==> src/verilog/kbdPs2Pkg.sv <==
// PS/2 keyboard protocol types and constants shared by the receive path
package kbdPs2Pkg;

	// ----------------------------------------
	// Scan code byte
	// ----------------------------------------

	typedef logic [7:0] scanCode; // One byte from the keyboard

	// ----------------------------------------
	// Prefix codes
	// ----------------------------------------

	// Extended key prefix for the next byte
	localparam scanCode prefixExtended = 8'hE0;

	// Break prefix that marks the next byte as a key release
	localparam scanCode prefixRelease = 8'hF0;

	// ----------------------------------------
	// Frame format
	// ----------------------------------------

	// Start, eight data bits LSB first, odd parity, stop
	localparam int ps2FrameBits = 11;

endpackage

==> src/verilog/kbdMatrixPkg.sv <==
// Key matrix geometry and coordinate types for the keyboard front end
package kbdMatrixPkg;

	// ----------------------------------------
	// Geometry
	// ----------------------------------------

	localparam int matrixRows = 11; // Rows 0-7 in bank 0, rows 8-10 in bank 1
	localparam int matrixColumns = 8; // One data bit per column

	typedef logic [3:0] rowIndex;
	typedef logic [2:0] columnIndex;

	// ----------------------------------------
	// Key coordinate
	// ----------------------------------------

	typedef struct packed {
		rowIndex    row;
		columnIndex column;
	} keyCoord;

	localparam rowIndex noKeyRow = 4'd15; // Code has no key in the matrix

	typedef logic [matrixColumns-1:0] rowData; // Column states of one row

endpackage

==> src/verilog/keyEventIf.sv <==
// Decoded key event from the scan code decoder to the key matrix
interface keyEventIf
	import kbdPs2Pkg::*;
();

	logic    strobe;   // One cycle per key event
	scanCode code;     // Scan code without prefixes
	logic    extended; // E0 seen before the code
	logic    released; // F0 seen before the code

	modport sender (
		output strobe,
		output code,
		output extended,
		output released
	);

	modport receiver (
		input strobe,
		input code,
		input extended,
		input released
	);

endinterface

==> src/verilog/ps2Receiver.sv <==
// PS/2 frame receiver with clock filter, framing check and byte strobe
module ps2Receiver
	import kbdPs2Pkg::*;
#(
	parameter int filterDepth = 4
) (
	input  logic    clk,
	input  logic    reset,
	input  logic    ps2Clk,
	input  logic    ps2Data,
	output logic    byteStrobe,
	output scanCode byteCode
);

	// Frame plus the preload marker bit at the bottom
	localparam int windowBits = ps2FrameBits + 1;

	logic [filterDepth-1:0] clkHistory; // Oldest sample in bit 0
	logic [windowBits-1:0]  window;
	logic [windowBits-1:0]  nextWindow;
	logic                   fallingEdge;
	logic                   frameValid;

	// ----------------------------------------
	// Edge detect and frame check
	// ----------------------------------------

	// One high sample, then filterDepth-1 low samples
	assign fallingEdge = (clkHistory == {{(filterDepth-1){1'b0}}, 1'b1});

	assign nextWindow = {ps2Data, window[windowBits-1:1]};

	// Stop high, odd parity over data and parity, start low above the marker
	assign frameValid = nextWindow[windowBits-1]
		&& (^nextWindow[windowBits-2:2])
		&& (nextWindow[1:0] == 2'b01);

	// ----------------------------------------
	// Registers
	// ----------------------------------------

	always_ff @(posedge clk or posedge reset) begin
		if (reset) begin
			clkHistory <= '1;
			window <= '1;
			byteStrobe <= 1'b0;
		end else begin
			clkHistory <= {ps2Clk, clkHistory[filterDepth-1:1]};
			byteStrobe <= fallingEdge && frameValid;
			if (fallingEdge) begin
				if (frameValid)
					window <= '1; // Rearm for the next frame
				else
					window <= nextWindow; // Keep sliding until a frame lines up
			end
		end
	end

	always_ff @(posedge clk) begin
		if (fallingEdge)
			byteCode <= nextWindow[9:2]; // Data bits above start and marker
	end

endmodule

==> src/verilog/scanCodeDecoder.sv <==
// Scan code decoder that folds E0 and F0 prefixes into key events
module scanCodeDecoder
	import kbdPs2Pkg::*;
(
	input  logic      clk,
	input  logic      reset,
	input  logic      byteStrobe,
	input  scanCode   byteCode,
	keyEventIf.sender events
);

	logic extendedFlag; // E0 pending
	logic releaseFlag;  // F0 pending
	logic isPrefix;

	assign isPrefix = (byteCode == prefixExtended) || (byteCode == prefixRelease);

	// ----------------------------------------
	// Prefix tracking and event strobe
	// ----------------------------------------

	always_ff @(posedge clk or posedge reset) begin
		if (reset) begin
			extendedFlag <= 1'b0;
			releaseFlag <= 1'b0;
			events.strobe <= 1'b0;
		end else begin
			events.strobe <= byteStrobe && !isPrefix;
			if (byteStrobe) begin
				if (byteCode == prefixExtended) begin
					extendedFlag <= 1'b1;
				end else if (byteCode == prefixRelease) begin
					releaseFlag <= 1'b1;
				end else begin
					extendedFlag <= 1'b0; // Prefixes apply to one code only
					releaseFlag <= 1'b0;
				end
			end
		end
	end

	// Event fields that matter only in the strobe cycle
	always_ff @(posedge clk) begin
		if (byteStrobe) begin
			events.code <= byteCode;
			events.extended <= extendedFlag;
			events.released <= releaseFlag;
		end
	end

endmodule

==> src/verilog/keyMapTable.sv <==
// Keyboard layout table from scan code to key matrix coordinate
module keyMapTable
	import kbdPs2Pkg::*;
	import kbdMatrixPkg::*;
(
	input  scanCode code,
	input  logic    extended,
	output keyCoord coord
);

	function automatic keyCoord place(input rowIndex r, input columnIndex c);
		return '{row: r, column: c};
	endfunction

	always_comb begin
		case (code)
			// ----------------------------------------
			// Bank 0 with rows 0-7
			// ----------------------------------------
			8'h3C: coord = place(4'd0, 3'd0); // U
			8'h1C: coord = place(4'd0, 3'd1); // A
			8'h2C: coord = place(4'd0, 3'd2); // T
			8'h4B: coord = place(4'd0, 3'd3); // L
			8'h1D: coord = place(4'd0, 3'd4); // W
			8'h0B: coord = place(4'd0, 3'd5); // F6
			8'h2B: coord = place(4'd0, 3'd6); // F
			8'h83: coord = place(4'd0, 3'd7); // F7
			8'h3B: coord = place(4'd1, 3'd0); // J
			8'h35: coord = place(4'd1, 3'd1); // Y
			8'h2A: coord = place(4'd1, 3'd2); // V
			8'h42: coord = place(4'd1, 3'd3); // K
			8'h2D: coord = place(4'd1, 3'd4); // R
			8'h15: coord = place(4'd1, 3'd5); // Q
			8'h32: coord = place(4'd1, 3'd6); // B
			8'h54: coord = place(4'd1, 3'd7); // Left bracket
			8'h23: coord = place(4'd2, 3'd0); // D
			8'h0A: coord = place(4'd2, 3'd1); // F8
			8'h24: coord = place(4'd2, 3'd2); // E
			8'h31: coord = place(4'd2, 3'd3); // N
			8'h21: coord = place(4'd2, 3'd4); // C
			8'h33: coord = place(4'd2, 3'd5); // H
			8'h1A: coord = place(4'd2, 3'd6); // Z
			8'h34: coord = place(4'd2, 3'd7); // G
			8'h5B: coord = place(4'd3, 3'd0); // Right bracket
			8'h22: coord = place(4'd3, 3'd1); // X
			8'h44: coord = place(4'd3, 3'd2); // O
			8'h01: coord = place(4'd3, 3'd3); // F9
			8'h43: coord = place(4'd3, 3'd4); // I
			8'h4D: coord = place(4'd3, 3'd5); // P
			8'h1B: coord = place(4'd3, 3'd6); // S
			8'h3A: coord = place(4'd3, 3'd7); // M
			8'h3E: coord = place(4'd4, 3'd0); // Digit 8
			8'h3D: coord = place(4'd4, 3'd1); // Digit 7
			8'h36: coord = place(4'd4, 3'd2); // Digit 6
			8'h2E: coord = place(4'd4, 3'd3); // Digit 5
			8'h25: coord = place(4'd4, 3'd4); // Digit 4
			8'h26: coord = place(4'd4, 3'd5); // Digit 3
			8'h1E: coord = place(4'd4, 3'd6); // Digit 2
			8'h4E: coord = place(4'd4, 3'd7); // Minus
			8'h41: coord = place(4'd5, 3'd0); // Comma
			8'h4C: coord = place(4'd5, 3'd1); // Semicolon
			8'h55: coord = place(4'd5, 3'd2); // Equals
			8'h0E: coord = place(4'd5, 3'd3); // Backquote
			8'h16: coord = place(4'd5, 3'd4); // Digit 1
			8'h5D: coord = place(4'd5, 3'd5); // Backslash
			8'h45: coord = place(4'd5, 3'd6); // Digit 0
			8'h46: coord = place(4'd5, 3'd7); // Digit 9
			8'h29: coord = place(4'd6, 3'd0); // Space
			8'h0D: coord = place(4'd6, 3'd1); // Tab
			8'h66: coord = place(4'd6, 3'd2); // Backspace
			8'h7C: coord = place(4'd6, 3'd4); // Gray star
			8'h07: coord = place(4'd6, 3'd5); // F12 as stop
			8'h7B: coord = place(4'd6, 3'd6); // Gray minus
			8'h5A: coord = place(4'd6, 3'd7); // Enter
			8'h59: coord = place(4'd7, 3'd0); // Right shift
			8'h11: coord = place(4'd7, 3'd1); // Left alt
			8'h14: coord = extended ? place(4'd7, 3'd3) : place(4'd7, 3'd2); // Right or left ctrl
			8'h76: coord = place(4'd7, 3'd4); // Escape
			8'h78: coord = place(4'd7, 3'd6); // F11 as layout switch
			8'h12: coord = place(4'd7, 3'd7); // Left shift
			// ----------------------------------------
			// Bank 1 with rows 8-10
			// ----------------------------------------
			8'h6C: coord = place(4'd8, 3'd0); // Keypad 7
			8'h74: coord = place(4'd8, 3'd1); // Keypad 6
			8'h73: coord = place(4'd8, 3'd2); // Keypad 5
			8'h6B: coord = place(4'd8, 3'd3); // Keypad 4
			8'h7A: coord = place(4'd8, 3'd4); // Keypad 3
			8'h72: coord = place(4'd8, 3'd5); // Keypad 2
			8'h69: coord = place(4'd8, 3'd6); // Keypad 1
			8'h70: coord = place(4'd8, 3'd7); // Keypad 0
			8'h4A: coord = extended ? place(4'd6, 3'd3) : place(4'd9, 3'd0); // Gray or keypad slash
			8'h71: coord = place(4'd9, 3'd1); // Keypad point
			8'h52: coord = place(4'd9, 3'd2); // Apostrophe
			8'h49: coord = place(4'd9, 3'd3); // Period
			8'h7D: coord = place(4'd9, 3'd6); // Keypad 9
			8'h75: coord = place(4'd9, 3'd7); // Keypad 8
			8'h05: coord = place(4'd10, 3'd7); // F1
			8'h06: coord = place(4'd10, 3'd6); // F2
			8'h04: coord = place(4'd10, 3'd5); // F3
			8'h0C: coord = place(4'd10, 3'd4); // F4
			8'h03: coord = place(4'd10, 3'd3); // F5
			default: coord = place(noKeyRow, 3'd7);
		endcase
	end

endmodule

==> src/verilog/keyMatrix.sv <==
// Key matrix state with bank-switched multi-row read port
module keyMatrix
	import kbdMatrixPkg::*;
(
	input  logic        clk,
	input  logic        reset,
	keyEventIf.receiver events,
	input  logic [8:0]  rowSelect,
	output rowData      readData
);

	localparam int bankRows = 8; // Rows reachable without the bank bit

	rowData  keyState [matrixRows];
	keyCoord coord;

	keyMapTable keyMap_i (
		.code     (events.code),
		.extended (events.extended),
		.coord    (coord)
	);

	// ----------------------------------------
	// Key state update
	// ----------------------------------------

	always_ff @(posedge clk or posedge reset) begin
		if (reset) begin
			for (int r = 0; r < matrixRows; r++)
				keyState[r] <= '0;
		end else if (events.strobe && (coord.row != noKeyRow)) begin
			keyState[coord.row][coord.column] <= !events.released; // Set on make, clear on break
		end
	end

	// ----------------------------------------
	// Read port
	// ----------------------------------------

	always_comb begin
		readData = '0;
		if (rowSelect[8]) begin
			// Select lines 0-2 map to rows 8-10 in the upper bank
			for (int r = 0; r < matrixRows - bankRows; r++) begin
				if (rowSelect[r])
					readData |= keyState[r + bankRows];
			end
		end else begin
			for (int r = 0; r < bankRows; r++) begin
				if (rowSelect[r])
					readData |= keyState[r]; // Selected rows are ORed
			end
		end
	end

endmodule

==> src/verilog/kbdTop.sv <==
// Keyboard front end top level from PS/2 pins to the CPU key matrix port
module kbdTop
	import kbdPs2Pkg::*;
	import kbdMatrixPkg::*;
#(
	parameter int filterDepth = 4
) (
	input  logic       clk,
	input  logic       reset,
	input  logic       ps2Clk,
	input  logic       ps2Data,
	input  logic [8:0] rowSelect,
	output rowData     readData
);

	logic    byteStrobe;
	scanCode byteCode;

	keyEventIf keyEvents ();

	ps2Receiver #(
		.filterDepth (filterDepth)
	) receiver_i (
		.clk        (clk),
		.reset      (reset),
		.ps2Clk     (ps2Clk),
		.ps2Data    (ps2Data),
		.byteStrobe (byteStrobe),
		.byteCode   (byteCode)
	);

	scanCodeDecoder decoder_i (
		.clk        (clk),
		.reset      (reset),
		.byteStrobe (byteStrobe),
		.byteCode   (byteCode),
		.events     (keyEvents.sender)
	);

	keyMatrix matrix_i (
		.clk       (clk),
		.reset     (reset),
		.events    (keyEvents.receiver),
		.rowSelect (rowSelect),
		.readData  (readData)
	);

endmodule

==> config.mk <==
export PLATFORM = sky130hd
export DESIGN_NAME = kbdTop
export DESIGN_NICKNAME = d
export VERILOG_FILES = /design/src/verilog/kbdPs2Pkg.sv /design/src/verilog/kbdMatrixPkg.sv /design/src/verilog/keyEventIf.sv /design/src/verilog/ps2Receiver.sv /design/src/verilog/scanCodeDecoder.sv /design/src/verilog/keyMapTable.sv /design/src/verilog/keyMatrix.sv /design/src/verilog/kbdTop.sv
export SDC_FILE = /design/constraint.sdc
export NUM_CORES = 1
export LEC_CHECK = 0
export ABC_AREA = 1
export BUFFER_PORTS_ARGS = -buffer_cell sky130_fd_sc_hd__buf_2
export CORE_UTILIZATION = 50
export CTS_CLUSTER_SIZE = 40
export DETAILED_ROUTE_END_ITERATION = 10
export GPL_TIMING_DRIVEN = 0
export PLACE_DENSITY = 0.66
export SYNTH_ARGS = -nofsm -noshare
export SYNTH_HDL_FRONTEND = slang
export SYNTH_SLANG_ARGS = --single-unit
==> constraint.sdc <==
create_clock -name clk -period 3.7 [get_ports clk]
set_clock_uncertainty 0.15 [all_clocks]
set_input_delay 0.185 -clock clk [delete_from_list [all_inputs] [get_ports clk]]
set_output_delay 0.185 -clock clk [all_outputs]
set_load 0.005 [all_outputs]
==> impl_metrics.toml, run 1 <==
[placed_design]
io_buffers = 11
place_congestion = 0.997
dp_hpwl_microns = 17600
dpl_worst_slack_ps = 773

[global_routing]
grt.total_usage_pct = 35.9
grt_pass1_wl_microns = 34600
grt_max_degree = 60
grt_pass1_vias = 5934
grt_remaining_overflow = 0
antenna_found_initial = 0

[clocking]
htree_levels = 4
clkLatencyLatePin_ps = 430
clock_path_buffers = 2
cts.reportedPaths.clkPinSlew_ps = 60
cts_inserted_buffers = 17
cts_resized = 0
cts_root_buffer = "clkbuf_16"
cts.sinks = 125
tritoncts = "built"

[flow_run]
maxCapViolations = 0

[synthesis]
synth_top_area_share_pct = 34.7
synth_xor_area_share_pct = 1.05
synth_flop_cell = "dfrtp_1"
synth-compound-area-share_pct = 12.7
synth_top_area_cell = "dfrtp_1"
ys_seq_area_share_pct = 48.7
synth.distinct_cells = 35
ys_seq_elements = 125
synth_cells = 868
syn_area_sq_um = 6640
synth_edf_count = 18
async_reset_ff_share_pct = 85.6
post_synth_and_or_nand_nor_area_fraction_pct = 29.8
synth_adder_area_share_pct = 0
syn_nets = 881
synth_mux_area_share_pct = 1.36
yosys_warnings = 0
avgSynthCellArea_sq_um = 7.65
ys_top_cells_by_area = "dfrtp_1 (35%), nand2_1 (16%), edfxtp_1 (8.1%), nor2_1 (6.3%), o21ai_1 (6.0%)"
synth_top_family_by_area = "simple AND/OR/NAND/NOR gates"

[worst_setup_path]
end_kind = "flop"
r2r_setup_slack_ps = 650
worstPathRequired_ps = 3820
rr_startpoint = "decoder_i.events.code[0]"
ff2ff_path_depth = 15
r2r-end = "matrix_i.keyState[47]"
slowest_stage = "nor2_1"
setup.worst_path.end = "matrix_i.keyState[47]"
max_stage_delay_ps = 680
crit_fanout = 10
crit_arrival_ps = 3170
crit_type = "flop to flop"
worst_setup_path_start_kind = "flop"
crit_top_cell = "nand2_1"
crit_start = "decoder_i.events.code[0]"
crit_chain = "inv_2, nand2_1, nor2_1, nand2_1, nand3_1, nor2_1, nand2_1, nor2_1, nand3_2, nand2_2, inv_4, buf_6, nand3_1, nand2_1, o21ai_1"

[power_and_ir_drop]
peakVddDrop_uv = 333
p_per_area_nw_per_um2 = 432
power_leakage_nw = 3.50

[detailed_routing]
wl_per_cell_microns = 21.4
via_per_inst = 5.91
wl_met1_microns = 9640
vias = 6429
drt_iter0_markers = 696
drtPass1Iterations = 8
ant_nets = 0
drt_wl_total_microns = 23300
dr_wl_met2_microns = 10400
top_layer_used = "met4"
wl_met3_microns = 2160
drc = 0

[floorplan]
initial_core_util_pct = 52.0
rows = 41
die_y_microns = 117
die_w_microns = 117
core_sq_um = 12800
io-pin-count = 21
dieArea_sq_um = 13700

[timing]
min_period_ps = 3050
relSlewSlack_pct = 34.1
drv_slew = 0
worst_slew_pin_slew_ps = 980
max_freq_mhz = 328
setup_violations = 0
hold_violations = 0
finalCritPeriodShare_pct = 82.4
setup_slack_ps = 653
rsz0062_at_grt = "no"

[cells_and_area]
nets = 915
antenna-diode-count = 0
syn_to_final_growth_pct = 14.0
postLayoutCoreUtil_pct = 59.3
final_layout_size_suffix_gt1_share_pct = 10.4

[run_status]
status = "finished clean"

[hold_path]
hold_path.class = "flop to flop"
## placed cells by master (no fill, tap or decap), types with 15 or more instances in the layout
cell type  synthesis  layout
nand3_1           54      54
clkbuf_1          28      29
edfxtp_1          18      18
nand4_1           15      15
dfrtp_1           92      92
clkbuf_16          0      20
inv_1             41      40
a22o_1            16      16
a21oi_1           25      25
o21ai_1           79      79
buf_2              5      16
nand2_1          279     279
nor2_1           112     112
dfstp_2           15      15
## state kept, by name, indices dropped and copies added, names as in the netlist
| signal | cells |
|---|---|
| matrix_i.keyState | 88 |
| receiver_i.window | 11 |
| decoder_i.events.code | 8 |
| receiver_i.byteCode | 8 |
| receiver_i.clkHistory | 4 |
| decoder_i.events.extended | 1 |
| decoder_i.events.released | 1 |
| decoder_i.events.strobe | 1 |
| decoder_i.extendedFlag | 1 |
| decoder_i.releaseFlag | 1 |
| receiver_i.byteStrobe | 1 |
## synth_stat cells (6+ instances only)
| cell | number |
|---|---|
| nor2_1 | 112 |
| buf_4 | 6 |
| a22o_1 | 16 |
| nand4_1 | 15 |
| o21ai_0 | 13 |
| o21ai_1 | 79 |
| a21oi_1 | 25 |
| xnor2_1 | 6 |
| a221oi_1 | 8 |
| nor3_1 | 9 |
| dfrtp_1 | 92 |
| mux2i_1 | 9 |
| dfstp_2 | 15 |
| nand2_1 | 279 |
| clkbuf_1 | 28 |
| edfxtp_1 | 18 |
| inv_1 | 41 |
| inv_2 | 9 |
| nand3_1 | 54 |
## layout make-up
| cell class | instances | area [sq um] |
|---|---|---|
| plain buffers | 44 | 224 |
| clock buffers | 24 | 546 |
| clock inverters | 8 | 51.3 |
| fillers | 1156 | 5200 |
| inverters | 51 | 196 |
| multi-input cells | 648 | 2990 |
| flip-flops and latches | 125 | 3240 |
| well taps | 172 | 215 |
| repair buffers | 15 | 113 |
## logic make-up (layout without fill, tap and decap cells)
kind of cell	after synthesis	in the layout
AND/OR/NAND/NOR	484	484
AO/OA/AOI/OAI	147	147
flip-flops	125	125
buffers and inverters	95	142
multiplexers	9	9
XOR/XNOR	8	8
## metrics by stage
stage	std cells	power (mW)	hold slack [ps]	area, sq um	TNS [ps]
5_1_grt	1087	3.36	230	7570	0
4_1_cts	1087	3.28	225	7570	0
3_3_place_gp	1051	1.64	144	6910	-43550
6_report	1087	3.27	225	7570	0
2_1_floorplan	868	1.60	39.5	6640	0
3_5_place_dp	1052	1.65	144	6940	0
## worst min path at each step
stage / start / endpoint / slack, ps / depth (start not counted)
floorplan: ps2Clk / receiver_i.clkHistory[3] / 40 / 0
global placement: ps2Clk / receiver_i.clkHistory[3] / 140 / 1
detailed placement: ps2Clk / receiver_i.clkHistory[3] / 140 / 1
CTS: receiver_i.clkHistory[1] / receiver_i.clkHistory[0] / 230 / 0
global route: receiver_i.clkHistory[1] / receiver_i.clkHistory[0] / 230 / 0
finish: receiver_i.clkHistory[1] / receiver_i.clkHistory[0] / 230 / 0
## repair_timing
item | CTS | global route
endpoints found under the hold margin | 36 | 0
setup buffers | 0 | 0
hold buffers | 3 | 0
endpoints found under the setup margin | 0 | 0
## layer usage
metal / global-route usage (%) / vias up
li1: - / 2948
met1: 46.4 / 3081
met2: 54.7 / 342
met3: 10.7 / 58
met4: 18.5 / 0
met5: 0 / -
## power breakdown
| group | switching, mW | internal, mW | total (mW) | leakage, nW |
|---|---|---|---|---|
| logic | 0.108 | 0.0656 | 0.173 | 1.61 |
| clock network | 0.612 | 1.02 | 1.64 | 0.289 |
| registers | 0.0230 | 1.44 | 1.46 | 1.60 |
| total | 0.742 | 2.53 | 3.27 | 3.50 |
## worst max-delay path: cells and delay by family (launching register included)
| kind | cells | cell delay [ps] |
|---|---|---|
| AOI/OAI and AO/OA | 1 | 90 |
| buffers and inverters | 3 | 430 |
| DFF | 1 | 450 |
| and+or+nand+nor | 11 | 1770 |
Note: power is estimated with default switching activity, not from simulation.
==> inputs of run 2 (changes only) <==
--- a/config.mk
+++ b/config.mk
@@ -5,7 +5,7 @@
 export SDC_FILE = /design/constraint.sdc
 export NUM_CORES = 1
 export LEC_CHECK = 0
-export ABC_AREA = 1
+export ABC_AREA = 0
 export BUFFER_PORTS_ARGS = -buffer_cell sky130_fd_sc_hd__buf_2
 export CORE_UTILIZATION = 50
 export CTS_CLUSTER_SIZE = 40
==> constraint.sdc (replaced) <==
create_clock -name clk -period 3.1 [get_ports clk]
set_clock_uncertainty 0.15 [all_clocks]
set_input_delay 0.155 -clock clk [delete_from_list [all_inputs] [get_ports clk]]
set_output_delay 0.155 -clock clk [all_outputs]
set_load 0.005 [all_outputs]
==> run 2 against run 1 <==
  * Sequential cell count unchanged
  * Sequential power up 19%
  * Sequential share of layout area down 1.8 points
  * Wire length down 4.4%
  * Global-route usage down 3.4 points
  * Synthesized cell count down 14%
  * Count of clock-buffer cells in the layout down 2
  * Critical path depth down 5
  * Largest cell class unchanged
==> impl_metrics.toml, run 2 <==
[cells_and_area]
layout_common_cells = "nand2_1 (94), dfrtp_1 (92), nand3_1 (83)"
nets = 798
largest_register_ff_count = 88
final_layout_size_suffix_gt1_share_pct = 15.5
top_regs = "matrix_i.keyState: 88 flops, receiver_i.window: 11 flops"
antenna-diode-count = 0
stdcell_count = 974
fin_area_sq_um = 7900
final_common_cell = "nand2_1"
syn_to_final_growth_pct = 16.1
postLayoutCoreUtil_pct = 59.7
largest_register = "matrix_i.keyState"

[global_routing]
grt_remaining_overflow = 0
grt_pass1_vias = 5918
antenna_found_initial = 0
grt.total_usage_pct = 32.5
grt_max_degree = 64
grt_pass1_wl_microns = 34300

[power_and_ir_drop]
p_total_mw = 4.09
p_per_area_nw_per_um2 = 518
power_leakage_nw = 2.99
peakVddDrop_uv = 446

[hold_path]
hold_path.class = "primary input to asynchronous set/reset pin"

[synthesis]
avgSynthCellArea_sq_um = 9.11
synth_edf_count = 18
synth.distinct_cells = 69
synth_cells = 747
syn_nets = 760
ys_seq_area_share_pct = 47.6
synth_top_area_share_pct = 33.8
synth_common_cells = "nand2_1 (94), dfrtp_1 (92), nand3_1 (83)"
syn_area_sq_um = 6810
synth_top_area_cell = "dfrtp_1"
yosys_warnings = 0
ys_top_cells_by_area = "dfrtp_1 (34%), edfxtp_1 (7.9%), nand3_1 (6.1%), o21ai_0 (5.9%), dfstp_2 (5.8%)"
ys_seq_elements = 125
synth_flop_cell = "dfrtp_1"
yosysMostFrequentCell = "nand2_1"
async_reset_ff_share_pct = 85.6

[flow_run]
maxCapViolations = 0

[detailed_routing]
vias = 6289
drt_iter0_markers = 736
drt_wl_total_microns = 22300
drtPass1Iterations = 8
wl_per_cell_microns = 22.9
drc = 0
via_per_inst = 6.46
ant_nets = 0

[placed_design]
dp_hpwl_microns = 15400
dpl_worst_slack_ps = -50.1
io_buffers = 11
placed_area_sq_um = 7110
place_congestion = 0.960
placed_cells = 935

[floorplan]
initial_core_util_pct = 51.4
die_y_microns = 119
rows = 42
io-pin-count = 21
die_w_microns = 119
core_sq_um = 13200
dieArea_sq_um = 14100

[worst_setup_path]
crit_type = "flop to flop"
crit_arrival_ps = 3210
worst_setup_path_start_kind = "flop"
end_kind = "flop"
crit_fanout = 10
worstPathRequired_ps = 3220

[clocking]
tritoncts = "built"
clkLatencyLatePin_ps = 420
cts_root_buffer = "clkbuf_16"
cts.sinks = 125
cts.reportedPaths.clkPinSlew_ps = 60
htree_levels = 4
cts_inserted_buffers = 17
clock_path_buffers = 2

[timing]
hold_violations = 0
setup_violations = 0
holdWs_ps = 208
min_period_ps = 3090
drv_slew = 0
finalCritPeriodShare_pct = 99.7
relSlewSlack_pct = 41.1
worst_slew_pin_slew_ps = 871
max_freq_mhz = 324
setup_slack_ps = 9.98
finalSetupTns_ps = 0

[run_status]
status = "finished clean"
run 2: cell count changes in the layout (fill, tap and decap cells not counted), sizes merged, moves of 21 or more:
cell and change:
nand2 -187, nor2 -80, inv -38, a22oi +34, nand3 +28, buf +21
run 2: cells by family (layout without fill, tap and decap cells):
family,after synthesis,after routing,synth area share [%]
xor+xnor,13,13,1.78
mux,9,9,1.36
flops,125,125,47.6
fa+ha+maj,1,1,0.147
compound gates,202,202,19.2
buf+inv,96,147,5.88
simple gates,301,301,24.1
run 2: routing by layer:
metal,up-vias,track usage (%),routed length [microns]
met5,-,0,0
met4,0,16.7,959
met3,74,6.47,1730
met2,336,49.7,10300
met1,3060,43.7,9240
li1,2819,-,-
run 2: layout make-up:
| cell class | instances | area, sq um |
|---|---|---|
| repair buffers | 21 | 158 |
| fillers | 1201 | 5340 |
| clock inverters | 10 | 160 |
| flip-flops and latches | 125 | 3240 |
| clock buffers | 22 | 485 |
| inverters | 13 | 51.3 |
| multi-input cells | 526 | 3240 |
| plain buffers | 81 | 355 |
| well taps | 176 | 220 |
run 2: worst paths after layout:
kind | from | endpoint | slack [ps] | depth (start not counted)
min in group clk | receiver_i.clkHistory[3] | receiver_i.clkHistory[2] | 220 | 0
max | decoder_i.events.code[1] | matrix_i.keyState[64] | 10 | 10
min reg2reg | receiver_i.clkHistory[3] | receiver_i.clkHistory[2] | 220 | 0
max in group asynchronous | reset | matrix_i.keyState[53] | 1880 | 4
min | reset | matrix_i.keyState[0] | 210 | 3
max reg2reg | decoder_i.events.code[1] | matrix_i.keyState[64] | 10 | 10
run 2: where the power goes:
group	internal (mW)	switching, mW
combinational	0.0802	0.112
clock	1.43	0.725
sequential	1.71	0.0283
total	3.23	0.866
run 2: repair_timing:
item / in CTS / in global routing
resized for setup: 4 / 20
setup buffers: 0 / 6
endpoints found under the setup margin: 5 / 5
pin swaps: 0 / 3
endpoints found under the hold margin: 32 / 0
hold buffers: 3 / 0
run 2: critical path, cell delays in order (launching register included):
cell and delay, ps:
edfxtp_1 500, buf_2 250, and4bb_2 270, buf_2 240, nor2_2 230, o211ai_1 130
a31oi_1 210, and4_1 310, o2111a_1 290, nand4_1 190, mux2i_1 170
==> inputs of run 3 (changes only) <==
--- a/config.mk
+++ b/config.mk
@@ -7,11 +7,10 @@
 export LEC_CHECK = 0
 export ABC_AREA = 0
 export BUFFER_PORTS_ARGS = -buffer_cell sky130_fd_sc_hd__buf_2
-export CORE_UTILIZATION = 50
+export CORE_UTILIZATION = 40
 export CTS_CLUSTER_SIZE = 40
 export DETAILED_ROUTE_END_ITERATION = 10
 export GPL_TIMING_DRIVEN = 0
-export PLACE_DENSITY = 0.66
 export SYNTH_ARGS = -nofsm -noshare
 export SYNTH_HDL_FRONTEND = slang
 export SYNTH_SLANG_ARGS = --single-unit
==> run 3 against run 2 <==
  * Count of clock-buffer cells in the layout is 2 lower
  * Critical path depth fell by 1
  * Wire length rose by 1.3%
  * Global-route usage decreased by 5.9 points
  * Hold slack improved by 8.7 ps
  * Non-clock buffer count decreased by 2
  * Critical path type unchanged
  * Largest power group unchanged
==> impl_metrics.toml, run 3 (synthesis gave the netlist of run 2 again) <==
[hold_path]
min-delay-start = "receiver_i.clkHistory[2]"
hold-path-cell-count = 0
whs_endpoint = "receiver_i.clkHistory[1]"
hold_path.class = "flop to flop"

[floorplan]
rows = 47
dieArea_sq_um = 17500
die_y_microns = 132
io-pin-count = 21
core_sq_um = 16600
die_w_microns = 132
initial_core_util_pct = 41.0

[detailed_routing]
drtPass1Iterations = 8
vias = 6299
drc = 0
wl_per_cell_microns = 22.2
via_per_inst = 6.20
ant_nets = 0
drt_wl_total_microns = 22600
drt_iter0_markers = 780

[clocking]
cts_inserted_buffers = 17
clkLatencyLatePin_ps = 430
tritoncts = "built"
cts_root_buffer = "clkbuf_16"
cts.sinks = 125
htree_levels = 4
cts.reportedPaths.clkPinSlew_ps = 60
clock_path_buffers = 2

[cells_and_area]
syn_to_final_growth_pct = 16.7
largest_register = "matrix_i.keyState"
nets = 796
final_common_cell = "nand2_1"
fin_area_sq_um = 7950
top_regs = "matrix_i.keyState: 88 flops, receiver_i.window: 11 flops"
layout_common_cells = "nand2_1 (94), dfrtp_1 (92), nand3_1 (83)"
n_fill_cell = 1588
final_layout_size_suffix_gt1_share_pct = 16.0
antenna-diode-count = 0
largest_register_ff_count = 88
stdcell_count = 1016

[worst_setup_path]
crit_chain = "buf_2, nor4b_4, nor2_1, o22ai_1, a2111oi_4, and4b_1, a21oi_4, nor3b_2, mux2i_1"
end_kind = "flop"
rr_startpoint = "decoder_i.events.code[1]"
r2r-end = "matrix_i.keyState[46]"
crit_type = "flop to flop"
crit_fanout = 10
r2r_setup_slack_ps = 40
slowest_stage = "nor4b_4"
worstPathRequired_ps = 3290
ff2ff_path_depth = 9
max_stage_delay_ps = 650
crit_arrival_ps = 3250
worst_setup_path_start_kind = "flop"

[global_routing]
grt_pass1_wl_microns = 35400
grt.total_usage_pct = 26.6
grt_remaining_overflow = 0
grt_pass1_vias = 6120
grt_max_degree = 59
antenna_found_initial = 0

[timing]
finalSetupTns_ps = 0
setup_violations = 0
hold_violations = 0
relSlewSlack_pct = 41.7
worst_slew_pin_slew_ps = 862
finalCritPeriodShare_pct = 98.7
min_period_ps = 3060
max_freq_mhz = 327
drv_slew = 0

[power_and_ir_drop]
peakVddDrop_uv = 411
power_leakage_nw = 2.97
p_per_area_nw_per_um2 = 498

[placed_design]
dp_hpwl_microns = 15800
place_congestion = 0.948
io_buffers = 11
placed_area_sq_um = 7170
placed_cells = 979

[flow_run]
maxCapViolations = 0

[run_status]
status = "finished clean"
## run 3: metrics by stage
step	setup slack, ps	hold slack, ps	util [%]	power, mW
6_report	39.4	216	47.9	3.96
3_5_place_dp	-143	117	43.2	1.96
2_1_floorplan	2.58	9.48	-	1.90
3_3_place_gp	-1300	113	43.0	1.95
5_1_grt	-13.9	223	47.9	4.06
4_1_cts	17.0	217	47.0	3.98
## run 3: worst max-delay path by stage
| stage | end | slack [ps] | from |
|---|---|---|---|
| after floorplan | decoder_i.events.strobe | 3 | reset |
| after global placement | decoder_i.extendedFlag | -1300 | reset |
| after detailed placement | matrix_i.keyState[64] | -140 | decoder_i.events.code[1] |
| after CTS | matrix_i.keyState[46] | 20 | decoder_i.events.code[5] |
| after global routing | matrix_i.keyState[64] | -10 | decoder_i.events.code[0] |
| final | matrix_i.keyState[46] | 40 | decoder_i.events.code[1] |
## run 3: cell type report
type | instances | area [sq um] | share of cell area [%]
sequential | 125 | 3240 | 40.7
tap | 220 | 275 | 3.46
clock inverter | 12 | 121 | 1.53
inverter | 13 | 51.3 | 0.646
buffer | 81 | 365 | 4.60
multi-input combinational | 526 | 3270 | 41.2
timing repair buffer | 19 | 143 | 1.80
clock buffer | 20 | 478 | 6.02
## run 3: timing repair
action / 4_1_cts / 5_1_grt
buffers inserted: 0 / 4
pin swaps: 0 / 4
gates resized for setup: 4 / 33
endpoints found under the setup margin: 6 / 7
endpoints found under the hold margin: 52 / 0
hold buffers: 3 / 0
## run 3: critical path: cells and delay by family, from the launching register on
kind / cells / cell delay, ps
compound gates: 3 / 620
buf+inv: 1 / 240
simple gates: 4 / 1310
flops: 1 / 470
mux: 1 / 200
## run 3: power by group
part / switching [mW] / internal [mW]
clock network: 0.810 / 1.21
logic: 0.116 / 0.0801
registers: 0.0273 / 1.71
## run 3: per-layer routing
metal | wire, microns | up-vias | GRT usage (%)
li1 | - | 2816 | -
met1 | 9660 | 3103 | 35.7
met2 | 10300 | 321 | 40.8
met3 | 1810 | 59 | 6.36
met4 | 801 | 0 | 12.1
met5 | 0 | - | 0
